## src/common/obj_types_pkg.sv

```systemverilog
// object layer data types
// decoded sprite entry, graphics request, line pixel,
// FSM state encodings of the scan and draw units
package obj_types_pkg;

    // one queued sprite as the draw unit sees it
    typedef struct packed {
        logic        xflip;
        logic        yflip;
        logic [3:0]  pri;
        logic [5:0]  palette;
        logic [1:0]  bank;
        logic [14:0] tile;
        logic [8:0]  x_pos;     // scrolled, modulo 512
        logic [3:0]  x_size;    // width in tiles minus one
        logic [6:0]  row;       // row inside the sprite, y flip applied
    } sprite_attr_t;

    // graphics ROM request
    typedef struct packed {
        logic [14:0] tile;
        logic [15:0] offset;
        logic [1:0]  bank;
    } gfx_req_t;

    // line buffer pixel, all zero is transparent
    typedef struct packed {
        logic [3:0] pri;
        logic [5:0] palette;
        logic [3:0] code;
    } obj_pixel_t;

    typedef enum logic [2:0] {
        S_IDLE,
        S_READ,
        S_DECODE,
        S_ORDER,
        S_EMIT
    } scan_state_t;

    typedef enum logic [1:0] {
        D_IDLE,
        D_FETCH,
        D_WAIT_GFX,
        D_PLOT
    } draw_state_t;

endpackage

```

## src/common/obj_cfg_pkg.sv

```systemverilog
// object layer geometry and sizing constants
// attribute RAM layout, line buffer length, tile slice size,
// default screen width and priority queue sizes
package obj_cfg_pkg;

    // attribute RAM
    localparam int SPRITE_COUNT     = 256;
    localparam int WORDS_PER_SPRITE = 4;   // 16-bit words per entry

    // screen and queue defaults, overridable at the top level
    localparam int DEF_SCREEN_W     = 320;
    localparam int DEF_PRI_LEVELS   = 16;
    localparam int DEF_QUEUE_DEPTH  = 16;

    // line memory
    localparam int LINE_W           = 512;
    localparam int POS_BITS         = 9;   // screen coordinates wrap at 512

    // graphics slices
    localparam int TILE_PIXELS      = 8;   // one 32-bit word, 4 bits per pixel
    localparam int SLICE_STRIDE     = 32;  // offset units per tile column block

endpackage
```

## src/obj_draw/obj_draw.sv

```systemverilog
// sprite draw unit
// walks the tile columns of one sprite, fetches a 32-bit slice
// per column and plots its eight pixels in flip order,
// clipped to the visible width
module obj_draw #(
    parameter int SCREEN_W = obj_cfg_pkg::DEF_SCREEN_W
) (
    input  logic                                CLK96,
    input  logic                                RESET96,
    input  logic                                spr_valid_i,
    input  obj_types_pkg::sprite_attr_t         spr_i,
    output logic                                draw_busy_o,
    output logic                                gfx_cs_o,
    output obj_types_pkg::gfx_req_t             gfx_req_o,
    input  logic                                gfx_ok_i,
    input  logic [31:0]                         gfx_data_i,
    output logic                                wr_en_o,
    output logic [obj_cfg_pkg::POS_BITS-1:0]    wr_addr_o,
    output obj_types_pkg::obj_pixel_t           wr_pix_o
);
    import obj_cfg_pkg::*;
    import obj_types_pkg::*;

    draw_state_t          state;
    sprite_attr_t         spr_q;
    logic [4:0]           col;          // tile column, up to 16
    logic [2:0]           nib;          // pixel inside the slice
    logic [31:0]          slice;

    logic [15:0]          tile_row, row_in_tile, tile_offs;
    logic [3:0]           col_sel;
    logic [2:0]           nib_sel;
    logic [POS_BITS-1:0]  pix_x;
    logic [3:0]           code;
    logic                 cols_done;

    assign tile_row    = 16'(spr_q.row / TILE_PIXELS);
    assign row_in_tile = 16'(spr_q.row % TILE_PIXELS);
    assign tile_offs   = (tile_row * (16'(spr_q.x_size) + 16'd1) + 16'(col)) * 16'(SLICE_STRIDE)
                         + row_in_tile * 16'd4;     // 4 offset units per slice row
    assign cols_done   = col > {1'b0, spr_q.x_size};

    // x flip mirrors both the column and the pixel order
    assign col_sel = spr_q.xflip ? spr_q.x_size - col[3:0] : col[3:0];
    assign nib_sel = spr_q.xflip ? ~nib : nib;
    assign pix_x   = spr_q.x_pos + {2'b00, col_sel, nib_sel};
    assign code    = slice[{nib, 2'b00} +: 4];

    always_ff @(posedge CLK96 or posedge RESET96) begin
        if (RESET96) begin
            state       <= D_IDLE;
            draw_busy_o <= 1'b0;
            gfx_cs_o    <= 1'b0;
            wr_en_o     <= 1'b0;
            col         <= '0;
            nib         <= '0;
        end else begin
            wr_en_o <= 1'b0;
            case (state)
                D_IDLE: if (spr_valid_i) begin
                    draw_busy_o <= 1'b1;
                    col         <= '0;
                    state       <= D_FETCH;
                end
                D_FETCH: if (cols_done) begin
                    draw_busy_o <= 1'b0;
                    state       <= D_IDLE;
                end else begin
                    gfx_cs_o <= 1'b1;
                    state    <= D_WAIT_GFX;
                end
                D_WAIT_GFX: if (gfx_ok_i) begin
                    gfx_cs_o <= 1'b0;
                    nib      <= '0;
                    state    <= D_PLOT;
                end
                D_PLOT: begin
                    wr_en_o <= (code != 4'd0) && (int'(pix_x) < SCREEN_W);
                    nib     <= nib + 1'b1;
                    if (nib == 3'd7) begin
                        col   <= col + 1'b1;
                        state <= D_FETCH;
                    end
                end
                default: state <= D_IDLE;
            endcase
        end
    end

    always_ff @(posedge CLK96) begin
        if (state == D_IDLE && spr_valid_i) spr_q <= spr_i;
        if (state == D_FETCH && !cols_done) begin
            gfx_req_o.tile   <= spr_q.tile;
            gfx_req_o.offset <= tile_offs;
            gfx_req_o.bank   <= spr_q.bank;
        end
        if (state == D_WAIT_GFX && gfx_ok_i) slice <= gfx_data_i;
        if (state == D_PLOT) begin
            wr_addr_o        <= pix_x;
            wr_pix_o.pri     <= spr_q.pri;
            wr_pix_o.palette <= spr_q.palette;
            wr_pix_o.code    <= code;
        end
    end

    a_req_hold: assert property (@(posedge CLK96) disable iff (RESET96)
        gfx_cs_o && !gfx_ok_i |=> gfx_cs_o && $stable(gfx_req_o))
        else $error("graphics request changed before acknowledge");

endmodule

```

## config.mk

```make
export PLATFORM = sky130hd
export DESIGN_NAME = obj_draw
export DESIGN_NICKNAME = d
export VERILOG_FILES = /design/src/common/obj_types_pkg.sv /design/src/common/obj_cfg_pkg.sv /design/src/obj_draw/obj_draw.sv
export SDC_FILE = /design/constraint.sdc
export NUM_CORES = 1
export LEC_CHECK = 0
export ABC_AREA = 1
export ABC_CLOCK_PERIOD_IN_PS = 5200
export BUFFER_PORTS_ARGS = -buffer_cell sky130_fd_sc_hd__clkbuf_2
export CORE_UTILIZATION = 50
export DETAILED_ROUTE_END_ITERATION = 8
export PLACE_DENSITY = 0.74
export REMOVE_ABC_BUFFERS = 1
export SKIP_LAST_GASP = 1
export SYNTH_ARGS = -nofsm -noshare
export SYNTH_HDL_FRONTEND = slang
export SYNTH_SLANG_ARGS = --single-unit
```

## constraint.sdc

```tcl
create_clock -name CLK96 -period 5.2 [get_ports CLK96]
set_input_delay 0.78 -clock CLK96 [delete_from_list [all_inputs] [get_ports CLK96]]
set_output_delay 0.78 -clock CLK96 [all_outputs]
set_load 0.01 [all_outputs]
```

# ---- After elaboration in Yosys (flattened, before gate mapping)
# Index checks and enable logic that the tools add are counted.
dict set report word_totals {
  input_bits 85
  regBits 149
  out_inout_bits 59
  elab_cells 78
}
dict set report classes {
  n_reduce_logical 16
  shift 1
  n_addsub 7
  n_mux 19
  magnitude_cmp 2
  n_mul 1
  eq_ne 9
  bitwise 1
}
# cell n
set ops {}
lappend ops {{$shiftx 32x6->4} 1}
lappend ops {{$add 15x5->16} 1}
lappend ops {{$reduce_and 3->1} 4}
lappend ops {{$add 9x5->10} 1}
lappend ops {{$mux 5} 2}
lappend ops {{$ne 2x2->1 const B} 5}
lappend ops {{$pmux 5 s2} 1}
lappend ops {{$add 9x7->9} 1}
lappend ops {{$lt 9x9->1 const B} 1}
lappend ops {{$mul 4x5->9} 1}
lappend ops {{$mux 2} 4}
lappend ops {{$pmux 2 s4} 1}
lappend ops {{$reduce_bool 2->1} 4}
lappend ops {{$mux 3} 2}
lappend ops {{$pmux 3 s2} 1}
lappend ops {{$add 4x1->5 const B} 1}
lappend ops {{$add 5x1->5 const B} 1}
lappend ops {{$gt 5x4->1} 1}
lappend ops {{$mux 1} 5}
lappend ops {{$eq 2x2->1 const B} 2}
lappend ops {{$logic_and 1x1->1} 4}
lappend ops {{$mux 4} 1}
lappend ops {{$pmux 1 s2} 2}
lappend ops {{$reduce_bool 4->1} 1}
lappend ops {{other kinds (8)} 8}

# ---- Depth between registers and ports, before layout
# Gate-level depths: netlist of run 1.
dict set report logic_depth {
  word_depth 6
  depth_mapped 18
  mapped_depth_nobuf 18
}

# ---- Least setup slack after synthesis of run 1
# Ideal clock, no wire load.
dict set report synth_timing {
  path_type {reg2reg}
  startpoint {reg spr_q[7] in the netlist's numbering}
  endpoint {reg gfx_req_o[14] in the netlist's numbering, data pin}
  path_slack_ns 1.327
  t_arrival_ns 3.621
  path_buffers 0
  period_less_slack_ns 3.873
  setup_ns 0.252
  path_stages_with_launch 19
  t_required_ns 4.948
  cell_sequence {edfxtp_1 ha_1 xor2_1 inv_1 nor2_1 fa_1 fa_1 inv_1 fa_1 inv_1 ha_1 a21oi_1 o21ai_0 nand2_1 nand2_1 a21oi_1 inv_1 nand2_1 nand2_1}
}
dict set report synth_between {
  elab_chain_len 4
}
# item line
set synth_rtl {}
lappend synth_rtl {{from (decl)} obj_draw.sv:25} ;# sprite_attr_t spr_q;
lappend synth_rtl {{from (signal assigned)} obj_draw.sv:91} ;# if (state == D_IDLE && spr_valid_i) spr_q <= spr_i;
lappend synth_rtl {{$add 4x1->5} obj_draw.sv:39} ;# assign tile_offs = (tile_row * (16'(spr_q.x_size) + 16'd1) + 16'(col)) * 16'(SLICE_STRIDE)
lappend synth_rtl {{$mul 4x5->9} obj_draw.sv:39}
lappend synth_rtl {{$add 9x5->10} obj_draw.sv:39}
lappend synth_rtl {{$add 15x5->16} obj_draw.sv:40} ;# + row_in_tile * 16'd4;
lappend synth_rtl {{via tile_offs[12]} obj_draw.sv:30} ;# logic [15:0] tile_row, row_in_tile, tile_offs;
lappend synth_rtl {{to (decl)} obj_draw.sv:14} ;# output obj_types_pkg::gfx_req_t gfx_req_o,
# The timed path passes the listed nets, and every way through them passes these cells.
# A chain may end at the register's enable or synchronous reset.

# ---- Worst setup path in the final report of run 1
# Ends and elaborated chain as after synthesis.

==> results of run 1 <==
## power by group
part | internal, mW | total [mW] | switching, mW | leakage, nW
registers | 1.68 | 1.82 | 0.137 | 1.40
clock network | 0.800 | 1.26 | 0.456 | 0.287
logic | 0.469 | 1.29 | 0.822 | 2.17
## cell usage in the layout, fill, tap and decap left out
| master | n |
|---|---|
| sky130_fd_sc_hd__a21boi_0 | 1 |
| sky130_fd_sc_hd__a21oi_1 | 12 |
| sky130_fd_sc_hd__a31oi_1 | 1 |
| sky130_fd_sc_hd__buf_4 | 1 |
| sky130_fd_sc_hd__bufinv_16 | 4 |
| sky130_fd_sc_hd__clkbuf_1 | 1 |
| sky130_fd_sc_hd__clkbuf_16 | 17 |
| sky130_fd_sc_hd__clkbuf_2 | 139 |
| sky130_fd_sc_hd__clkinv_1 | 1 |
| sky130_fd_sc_hd__clkinv_4 | 1 |
| sky130_fd_sc_hd__clkinvlp_4 | 3 |
| sky130_fd_sc_hd__conb_1 | 3 |
| sky130_fd_sc_hd__dfrtp_1 | 13 |
| sky130_fd_sc_hd__edfxtp_1 | 133 |
| sky130_fd_sc_hd__fa_1 | 12 |
| sky130_fd_sc_hd__ha_1 | 44 |
| sky130_fd_sc_hd__inv_1 | 108 |
| sky130_fd_sc_hd__inv_2 | 2 |
| sky130_fd_sc_hd__inv_6 | 4 |
| sky130_fd_sc_hd__nand2_1 | 118 |
| sky130_fd_sc_hd__nand2_2 | 5 |
| sky130_fd_sc_hd__nand3_1 | 34 |
| sky130_fd_sc_hd__nand3b_1 | 1 |
| sky130_fd_sc_hd__nand4_1 | 5 |
| sky130_fd_sc_hd__nor2_1 | 28 |
| sky130_fd_sc_hd__nor2_2 | 1 |
| sky130_fd_sc_hd__o21ai_0 | 18 |
| sky130_fd_sc_hd__o22ai_1 | 1 |
| sky130_fd_sc_hd__o311ai_0 | 1 |
| sky130_fd_sc_hd__xnor2_1 | 6 |
| sky130_fd_sc_hd__xor2_1 | 12 |
## state kept, by name (all words and copies together) (netlist names)
register and count:
wr_en_o 1, wr_addr_o 9, col 5, spr_q 48, gfx_req_o 30, wr_pix_o 14
draw_busy_o 1, gfx_cs_o 1, state 2, slice 32, nib 3
## kinds of logic after synthesis
group	after synthesis	share of synthesized area
AO/OA/AOI/OAI	34	0.0265
flip-flops	146	0.640
other	1	0.000556
adder cells (fa/ha/maj)	56	0.117
XOR/XNOR	18	0.0234
AND/OR/NAND/NOR	192	0.118
buffers and inverters	120	0.0747
## worst reg2reg max path, stage by stage, from the launching register on
cell	delay (ns)
sky130_fd_sc_hd__edfxtp_1	0.51
sky130_fd_sc_hd__ha_1	0.28
sky130_fd_sc_hd__xor2_1	0.17
sky130_fd_sc_hd__inv_1	0.10
sky130_fd_sc_hd__nor2_1	0.19
sky130_fd_sc_hd__fa_1	0.49
sky130_fd_sc_hd__fa_1	0.56
sky130_fd_sc_hd__inv_1	0.05
sky130_fd_sc_hd__fa_1	0.49
sky130_fd_sc_hd__inv_1	0.04
sky130_fd_sc_hd__ha_1	0.34
sky130_fd_sc_hd__a21oi_1	0.17
sky130_fd_sc_hd__o21ai_0	0.19
sky130_fd_sc_hd__nand2_1	0.10
sky130_fd_sc_hd__nand2_1	0.05
sky130_fd_sc_hd__a21oi_1	0.18
sky130_fd_sc_hd__inv_1	0.06
sky130_fd_sc_hd__nand2_1	0.05
sky130_fd_sc_hd__nand2_1	0.04
## per-stage QoR
step                cell area, sq um  power (mW)  hold slack [ns]  setup slack [ns]  cells
finish                          8210        4.37            0.393             0.896    906
global route                    8210        4.67            0.424             0.656    906
CTS                             8210        4.41            0.395             0.930    906
detailed placement              7600        3.14            0.405             0.961    876
global placement                7600        3.07            0.400              1.14    876
floorplan                       6670        2.71            0.400              1.33    560
## worst paths after layout
kind,from,endpoint,depth (start not counted)
max,spr_q[7],gfx_req_o[14],18
min,RESET96,wr_en_o,2
max reg2reg,spr_q[7],gfx_req_o[14],18
min reg2reg,spr_q[42],wr_pix_o[9],0
max in group asynchronous,RESET96,col[4],2
min in group CLK96,spr_q[42],wr_pix_o[9],0
## area by class of cell
cell class,instances,area [sq um],share of cell area
well taps,176,220,0.0268
clock inverters,12,181,0.0221
clock buffers,18,429,0.0523
flip-flops and latches,146,4320,0.526
inverters,111,422,0.0514
multi-input cells,303,1930,0.236
repair buffers,140,703,0.0857
## synth_stat cells (3+ instances only)
library cell / instances / share of area
sky130_fd_sc_hd__buf_6: 5 / 0.0083
sky130_fd_sc_hd__xnor2_1: 6 / 0.0078
sky130_fd_sc_hd__nand2_2: 5 / 0.0046
sky130_fd_sc_hd__o21ai_0: 18 / 0.013
sky130_fd_sc_hd__fa_1: 12 / 0.036
sky130_fd_sc_hd__nand4_1: 5 / 0.0046
sky130_fd_sc_hd__a21oi_1: 12 / 0.0089
sky130_fd_sc_hd__buf_4: 3 / 0.0033
sky130_fd_sc_hd__nand3_1: 34 / 0.025
sky130_fd_sc_hd__xor2_1: 12 / 0.016
sky130_fd_sc_hd__dfrtp_1: 13 / 0.048
sky130_fd_sc_hd__inv_1: 109 / 0.061
sky130_fd_sc_hd__nand2_1: 118 / 0.066
sky130_fd_sc_hd__ha_1: 44 / 0.082
sky130_fd_sc_hd__nor2_1: 28 / 0.016
sky130_fd_sc_hd__edfxtp_1: 133 / 0.59
## routing by layer
metal / part of all wire / vias to the layer above / track usage
met5: 0 / - / 0
met3: 0.068 / 23 / 0.0589
met4: 0.021 / 0 / 0.0841
li1: - / 2157 / -
met1: 0.41 / 2047 / 0.216
met2: 0.50 / 166 / 0.326
==> impl_metrics.toml, run 1 <==
[clock_network]
cts.path.max_buffers = 2
clkSinkCount = 146
cts-buffers-inserted = 17
h-tree-depth = 4
cts_hold_fix_bufs = 0
worst_skew_pair.late_latency_ns = 0.42
cts_root_buffer = "sky130_fd_sc_hd__clkbuf_16"
cts_resized = 0
postCtsSetupBuffers = 0
tritoncts = "yes"
path_clk_slew_ns = 0.06

[sta]
rsz0062_at_grt = "false"
setup_viol_count_final = 0
timing.final.crit_share = 0.828
post-route-min-period_ns = 4.30
timing.max_slew.rel_slack = 0.259
hold_violations = 0
worst_pin_slew_ns = 1.11
maxSlewViolCount = 0
final.setup.tns_ns = 0
finalClockSkew_ns = 0.00891
achievable-frequency_ghz = 0.232

[yosys]
post_synthesis_area_per_instance_sq_um = 11.9
netlist_instances = 567
post_synthesis_async_set_or_reset_flop_share = 0.0890
synth.ff_latch_count = 146
post_synth_instance_area_sq_um = 6750
sequential_share_of_the_synthesized_area = 0.640
yosys_warnings = 0
edff_count_synth = 133
ys_types = 26
yosys_most_used_dff = "sky130_fd_sc_hd__edfxtp_1"

[grt]
global_route_wire_length_before_repair_mm = 20.1
first_global_vias = 4421
number_of_antenna_violations_at_the_first_check_in_global_routing = 0
grt_start_max_net_pins = 49
grt.total_usage = 0.189
grt_remaining_overflow = 0

[worst_setup_path]
setup.worst_path.start_class = "flip-flop"
critical_path_buf_inv_count = 4
critical_path_arrival_ns = 4.48
critical_path.top_delay_family = "adder cells"
required_ns = 5.37
critical_path.max_stage_delay_ns = 0.55
crit_path_top_delay_cell = "sky130_fd_sc_hd__fa_1"
worst_path_fanout_max = 7
worst-r2r-setup-slack_ns = 0.90
timing.critical_path.cells = "ha_1 > xor2_1 > inv_1 > nor2_1 > fa_1 > fa_1 > inv_1 > fa_1 > inv_1 > ha_1 > a21oi_1 > o21ai_0 > nand2_1 > nand2_1 > a21oi_1 > inv_1 > nand2_1 > nand2_1"
worstSetupPathType = "reg -> reg"
setup.worst_path.end_class = "flip-flop"

[routing]
dr.first_iter.drc_count = 235
drc = 0
dr_wl_cell_um = 13.5
route.final.wire_length_mm = 12.2
detailedRoute.firstPassIterationCount = 4
antenna_left = 0
routed_via_density = 4.85
routed-via-count = 4393

[flow_run]
drv.max_cap_violation_count = 0

[cells_and_area]
finish.utilization = 0.622
drive_above_1_share = 0.242
n_fill_cell = 1065
num_antenna_cells = 0
num-nets-final = 860
flow.area_growth_from_synthesis_pct = 21.6

[floorplanning]
floorplan.rows = 42
fp.dieArea_sq_um = 14000
pin_count = 144
start_util = 0.512
die_w_um = 118
floorplan.core_area_sq_um = 13200
die_y_um = 118

[min_path]
hold_path_class = "in -> async"

[placed_design]
buffer_ports.inserted = 139
routabilityCongestion = 0.882
detailed_place_hpwl_mm = 9.07

[pwr]
cellPowerDensity_nw_per_um2 = 532
peak_supply_drop_uv = 252
leakagePower_nw = 3.87

[outcome]
status = "completed"
(Power assumes the default switching activity.)
==> run 2: changes to the inputs <==
--- a/config.mk
+++ b/config.mk
@@ -5,8 +5,8 @@
 export SDC_FILE = /design/constraint.sdc
 export NUM_CORES = 1
 export LEC_CHECK = 0
-export ABC_AREA = 1
-export ABC_CLOCK_PERIOD_IN_PS = 5200
+export ABC_AREA = 0
+export ABC_CLOCK_PERIOD_IN_PS = 4100
 export BUFFER_PORTS_ARGS = -buffer_cell sky130_fd_sc_hd__clkbuf_2
 export CORE_UTILIZATION = 50
 export DETAILED_ROUTE_END_ITERATION = 8
==> constraint.sdc (replaced) <==
create_clock -name CLK96 -period 4.1 [get_ports CLK96]
set_input_delay 0.615 -clock CLK96 [delete_from_list [all_inputs] [get_ports CLK96]]
set_output_delay 0.615 -clock CLK96 [all_outputs]
set_load 0.01 [all_outputs]
==> impl_metrics.toml, run 2 <==
[outcome]
status = "completed"

[routing]
dr.first_iter.drc_count = 169
drc = 0
dr_wl_cell_um = 14.5
antenna_left = 0
routed_via_density = 5.01
routed-via-count = 3864
route.final.wire_length_mm = 11.2
detailedRoute.firstPassIterationCount = 5

[floorplanning]
floorplan.rows = 41
floorplan.core_area_sq_um = 12700
die_w_um = 117
fp.dieArea_sq_um = 13600
die_y_um = 117
start_util = 0.518
pin_count = 144

[cells_and_area]
top_regs = "spr_q (48), slice (32), gfx_req_o (30)"
num_antenna_cells = 0
largest-register = "spr_q"
most_frequent_standard_cell_in_the_layout_excluding_fill_and_tap_cells = "sky130_fd_sc_hd__clkbuf_2"
flow.area_growth_from_synthesis_pct = 22.0
drive_above_1_share = 0.328
mostFrequentLayoutCells = "sky130_fd_sc_hd__clkbuf_2 (139), sky130_fd_sc_hd__edfxtp_1 (133), sky130_fd_sc_hd__ha_1 (44)"
num-nets-final = 730
largest_register_ffs = 48

[sta]
finalClockSkew_ns = 0.00680
fin_worst_hold_slack_ns = 0.241
hold_violations = 0
worst_pin_slew_ns = 1.17
final.setup.tns_ns = 0
rsz0062_at_grt = "false"
timing.max_slew.rel_slack = 0.219
maxSlewViolCount = 0
setup_viol_count_final = 0
timing.final.crit_share = 0.942
achievable-frequency_ghz = 0.259
post-route-min-period_ns = 3.86

[yosys]
synth.ff_latch_count = 146
post_synth_instance_area_sq_um = 6590
yosys_warnings = 0
ys_types = 46
synth.top_cell.area_share = 0.606
edff_count_synth = 133
synth_largest_area_cell = "sky130_fd_sc_hd__edfxtp_1"
post_synthesis_async_set_or_reset_flop_share = 0.0890
yosys-top-cells-area = "sky130_fd_sc_hd__edfxtp_1 (61%), sky130_fd_sc_hd__ha_1 (8.4%), sky130_fd_sc_hd__dfrtp_1 (4.9%), sky130_fd_sc_hd__fa_1 (3.6%), sky130_fd_sc_hd__mux2_2 (2.6%)"
synth_top_cells_by_count = "sky130_fd_sc_hd__edfxtp_1 (133), sky130_fd_sc_hd__ha_1 (44), sky130_fd_sc_hd__inv_1 (41)"
post_synthesis_area_per_instance_sq_um = 15.2
netlist_instances = 433
sequential_share_of_the_synthesized_area = 0.656
yosys.cell_count.top_type = "sky130_fd_sc_hd__edfxtp_1"
yosys_most_used_dff = "sky130_fd_sc_hd__edfxtp_1"

[pwr]
peak_supply_drop_uv = 407
cellPowerDensity_nw_per_um2 = 642
leakagePower_nw = 3.36
finalPower_mw = 5.16

[clock_network]
tritoncts = "yes"
cts.path.max_buffers = 2
h-tree-depth = 4
clkSinkCount = 146
worst_skew_pair.late_latency_ns = 0.41
cts-buffers-inserted = 17
cts_root_buffer = "sky130_fd_sc_hd__clkbuf_16"
path_clk_slew_ns = 0.06
postCtsSetupBuffers = 0

[worst_setup_path]
worstSetupPathType = "reg -> reg"
critical_path.startpoint = "spr_q[8]"
required_ns = 4.25
worst_path_fanout_max = 4
setup.worst_path.start_class = "flip-flop"
crit-reg2reg-capture = "gfx_req_o[15]"
worst-r2r-setup-slack_ns = 0.24
critical_path_arrival_ns = 4.01
regToRegStartpoint = "spr_q[8]"
critPathCapture = "gfx_req_o[15]"
timing.reg2reg.worst_path_depth = 12
setup.worst_path.end_class = "flip-flop"

[grt]
grt_start_max_net_pins = 51
first_global_vias = 3745
grt_remaining_overflow = 0
number_of_antenna_violations_at_the_first_check_in_global_routing = 0
global_route_wire_length_before_repair_mm = 17.4
grt.total_usage = 0.173

[placed_design]
buffer_ports.inserted = 139
routabilityCongestion = 0.785
detailed_place_hpwl_mm = 8.40

[flow_run]
drv.max_cap_violation_count = 0

[min_path]
hold_path_class = "in -> async"
run 2: repair_timing:
item                                   4_1_cts  5_1_grt
setup endpoints to repair                    0        2
hold buffers                                 0        0
resized for setup                            0        2
endpoints found under the hold margin        0        0
run 2: how the worst min path moves through the flow:
stage,start,to,slack (ns),cells past startpoint
4_1_cts,RESET96,col[4],0.24,2
3_5_place_dp,spr_q[21],gfx_req_o[19],0.40,0
2_1_floorplan,spr_q[35],gfx_req_o[0],0.40,0
3_3_place_gp,spr_q[41],wr_pix_o[8],0.40,0
5_1_grt,RESET96,wr_en_o,0.27,2
6_report,RESET96,nib[0],0.24,2
run 2: per-layer routing:
layer	vias up	GRT usage	share of wire
met2	129	0.298	0.50
met3	15	0.0711	0.069
met4	0	0.0498	0.012
met1	1835	0.200	0.42
li1	1885	-	-
met5	-	0	0
run 2: cells by family (layout without fill, tap and decap cells):
family                   Yosys count  count (layout)  share of synthesized area
flip-flops                       146             146                      0.656
XOR/XNOR                          18              18                     0.0239
other                              1               3                   0.000569
multiplexers                      20              20                     0.0410
AO/OA/AOI/OAI                     59              59                     0.0636
AND/OR/NAND/NOR                   82              82                     0.0636
buffers and inverters             51             216                     0.0315
adder cells (fa/ha/maj)           56              56                      0.120
run 2: layout make-up:
cell class              count  area [sq um]
clock buffers              19           433
clock inverters            11          91.3
fillers                   987          4690
inverters                  42           158
multi-input cells         238          2080
flip-flops and latches    146          4320
well taps                 172           215
repair buffers            144           733
run 2: power by group:
part | switching (mW) | total [mW] | internal (mW)
Sequential | 0.162 | 2.28 | 2.12
Combinational | 0.858 | 1.51 | 0.649
Clock | 0.551 | 1.37 | 0.820
run 2: worst max-delay path, stage by stage (launching register included):
cell	delay, ns
sky130_fd_sc_hd__edfxtp_1	0.40
sky130_fd_sc_hd__ha_1	0.24
sky130_fd_sc_hd__xor2_2	0.17
sky130_fd_sc_hd__nand2_1	0.09
sky130_fd_sc_hd__fa_1	0.46
sky130_fd_sc_hd__fa_1	0.51
sky130_fd_sc_hd__fa_1	0.51
sky130_fd_sc_hd__inv_1	0.04
sky130_fd_sc_hd__ha_1	0.33
sky130_fd_sc_hd__a21oi_1	0.21
sky130_fd_sc_hd__o21ai_0	0.16
sky130_fd_sc_hd__o41ai_1	0.35
sky130_fd_sc_hd__xnor2_1	0.12
run 2: stage by stage:
stage               cell area, sq um   util  worst slack (ns)  std cells
floorplan                       6550      -             0.330        426
global placement                7490  0.589             0.279        742
detailed placement              7490  0.589             0.191        742
CTS                             8020  0.630             0.182        772
global route                    8030  0.631            0.0595        772
finish                          8030  0.631             0.238        772
==> run 3: changes to the inputs <==
--- a/config.mk
+++ b/config.mk
@@ -8,9 +8,11 @@
 export ABC_AREA = 0
 export ABC_CLOCK_PERIOD_IN_PS = 4100
 export BUFFER_PORTS_ARGS = -buffer_cell sky130_fd_sc_hd__clkbuf_2
-export CORE_UTILIZATION = 50
+export CELL_PAD_IN_SITES_DETAIL_PLACEMENT = 1
+export CELL_PAD_IN_SITES_GLOBAL_PLACEMENT = 2
+export CORE_UTILIZATION = 38
 export DETAILED_ROUTE_END_ITERATION = 8
-export PLACE_DENSITY = 0.74
+export PLACE_DENSITY_LB_ADDON = 0.1
 export REMOVE_ABC_BUFFERS = 1
 export SKIP_LAST_GASP = 1
 export SYNTH_ARGS = -nofsm -noshare
==> impl_metrics.toml, run 3 (synthesis gave the netlist of run 2 again) <==
[pwr]
leakagePower_nw = 3.41
power.clock.fraction = 0.287
pwr-share-seq = 0.426
p_int_mw = 3.64
power_frac_comb = 0.287
total_switching_power_mw = 1.73
cellPowerDensity_nw_per_um2 = 657
peak_supply_drop_uv = 336
switching_share = 0.323

[cells_and_area]
flow.area_growth_from_synthesis_pct = 24.1
finish.utilization = 0.488
drive_above_1_share = 0.341
num-nets-final = 732
mostFrequentLayoutCells = "sky130_fd_sc_hd__clkbuf_2 (139), sky130_fd_sc_hd__edfxtp_1 (133), sky130_fd_sc_hd__ha_1 (43)"
top_regs = "spr_q (48), slice (32), gfx_req_o (30)"
largest-register = "spr_q"
num_antenna_cells = 0
largest_register_ffs = 48
sequential_cell_area_sq_um = 4320
multiInputGateArea_sq_um = 2090
fin_area_sq_um = 8180
most_frequent_standard_cell_in_the_layout_excluding_fill_and_tap_cells = "sky130_fd_sc_hd__clkbuf_2"
n_fill_cell = 1715

[routing]
routed_via_density = 4.71
dr.first_iter.drc_count = 101
routed-via-count = 3883
drc = 0
dr_wl_cell_um = 15.8
route.final.wire_length_mm = 13.0
detailedRoute.firstPassIterationCount = 4
antenna_left = 0

[floorplanning]
die_y_um = 134
pin_count = 144
fp.dieArea_sq_um = 17900
die_w_um = 134
floorplan.rows = 47
start_util = 0.393
floorplan.core_area_sq_um = 16800

[placed_design]
routabilityCongestion = 0.755
detailed_place_hpwl_mm = 9.60
buffer_ports.inserted = 139
placement.cell_area_sq_um = 7570

[sta]
worst_pin_slew_ns = 0.984
timing.final.crit_share = 0.947
post-route-min-period_ns = 3.88
setup_viol_count_final = 0
rsz0062_at_grt = "false"
maxSlewViolCount = 0
achievable-frequency_ghz = 0.258
finalClockSkew_ns = 0.00675
hold_violations = 0
final.setup.tns_ns = 0
timing.max_slew.rel_slack = 0.344

[grt]
grt.total_usage = 0.154
grt_remaining_overflow = 0
grt_start_max_net_pins = 42
first_global_vias = 4180
number_of_antenna_violations_at_the_first_check_in_global_routing = 0
global_route_wire_length_before_repair_mm = 21.0

[clock_network]
postCtsSetupBuffers = 0
tritoncts = "yes"
cts-buffers-inserted = 17
cts.path.max_buffers = 2
cts_root_buffer = "sky130_fd_sc_hd__clkbuf_16"
h-tree-depth = 4
clkSinkCount = 146
cts_hold_fix_bufs = 0
cts_resized = 0
path_clk_slew_ns = 0.06
worst_skew_pair.late_latency_ns = 0.42

[worst_setup_path]
required_ns = 4.26
critical_path_arrival_ns = 4.04
setup.worst_path.end_class = "flip-flop"
worst_path_fanout_max = 4
setup.worst_path.start_class = "flip-flop"
worstSetupPathType = "reg -> reg"

[outcome]
status = "completed"

[flow_run]
drv.max_cap_violation_count = 0

[min_path]
hold_path_class = "in -> async"
==> run 3: per-stage QoR <==
step	std cells	worst slack, ns	power [mW]	hold slack, ns
5_1_grt	824	0.0264	5.71	0.282
4_1_cts	824	0.105	5.47	0.253
6_report	824	0.217	5.38	0.240
3_3_place_gp	792	0.198	3.85	0.400
3_5_place_dp	792	0.117	3.88	0.406
2_1_floorplan	426	0.330	3.32	0.400
==> run 3: path summary, 6_finish.rpt <==
check                                    start  slack, ns  cells past startpoint             to
worst min-delay path                   RESET96       0.24                      2        wr_en_o
worst max-delay path                  spr_q[7]       0.22                     13  gfx_req_o[16]
worst max register to register        spr_q[7]       0.22                     13  gfx_req_o[16]
min in group CLK96              gfx_data_i[29]       0.37                      1      slice[29]
worst min register to register       spr_q[27]       0.42                      0  gfx_req_o[25]
max in group asynchronous              RESET96       3.50                      2       state[0]
==> run 3: layout make-up <==
type,instances,area share
Clock buffer,17,0.0520
Clock inverter,15,0.0202
Inverter,42,0.0193
Multi-Input combinational cell,238,0.255
Sequential cell,146,0.528
Tap cell,220,0.0337
Timing Repair Buffer,146,0.0915
==> run 3: worst max-delay path, cell delays in order (launching register included) <==
cell                       delay, ns
sky130_fd_sc_hd__edfxtp_1       0.40
sky130_fd_sc_hd__ha_1           0.26
sky130_fd_sc_hd__xor2_2         0.17
sky130_fd_sc_hd__and2_1         0.19
sky130_fd_sc_hd__fa_1           0.49
sky130_fd_sc_hd__fa_1           0.54
sky130_fd_sc_hd__inv_1          0.05
sky130_fd_sc_hd__fa_1           0.50
sky130_fd_sc_hd__inv_1          0.04
sky130_fd_sc_hd__ha_1           0.33
sky130_fd_sc_hd__a21oi_1        0.23
sky130_fd_sc_hd__o21bai_1       0.09
sky130_fd_sc_hd__a21oi_1        0.22
sky130_fd_sc_hd__o21ai_0        0.11
==> run 3: routing by layer <==
metal / GRT usage / share of wire / vias to the layer above
li1: - / - / 1891
met1: 0.189 / 0.45 / 1877
met2: 0.265 / 0.50 / 101
met3: 0.0335 / 0.041 / 14
met4: 0.0587 / 0.015 / 0
met5: 0 / 0 / -
==> run 3: power groups by stage <==
stage | clock network (mW) | logic (mW) | registers (mW)
finish | 1.54 | 1.54 | 2.29
global route | 1.64 | 1.73 | 2.33
CTS | 1.58 | 1.58 | 2.30
detailed placement | 0 | 1.56 | 2.33
global placement | 0 | 1.54 | 2.31
floorplan | 0 | 0.924 | 2.40
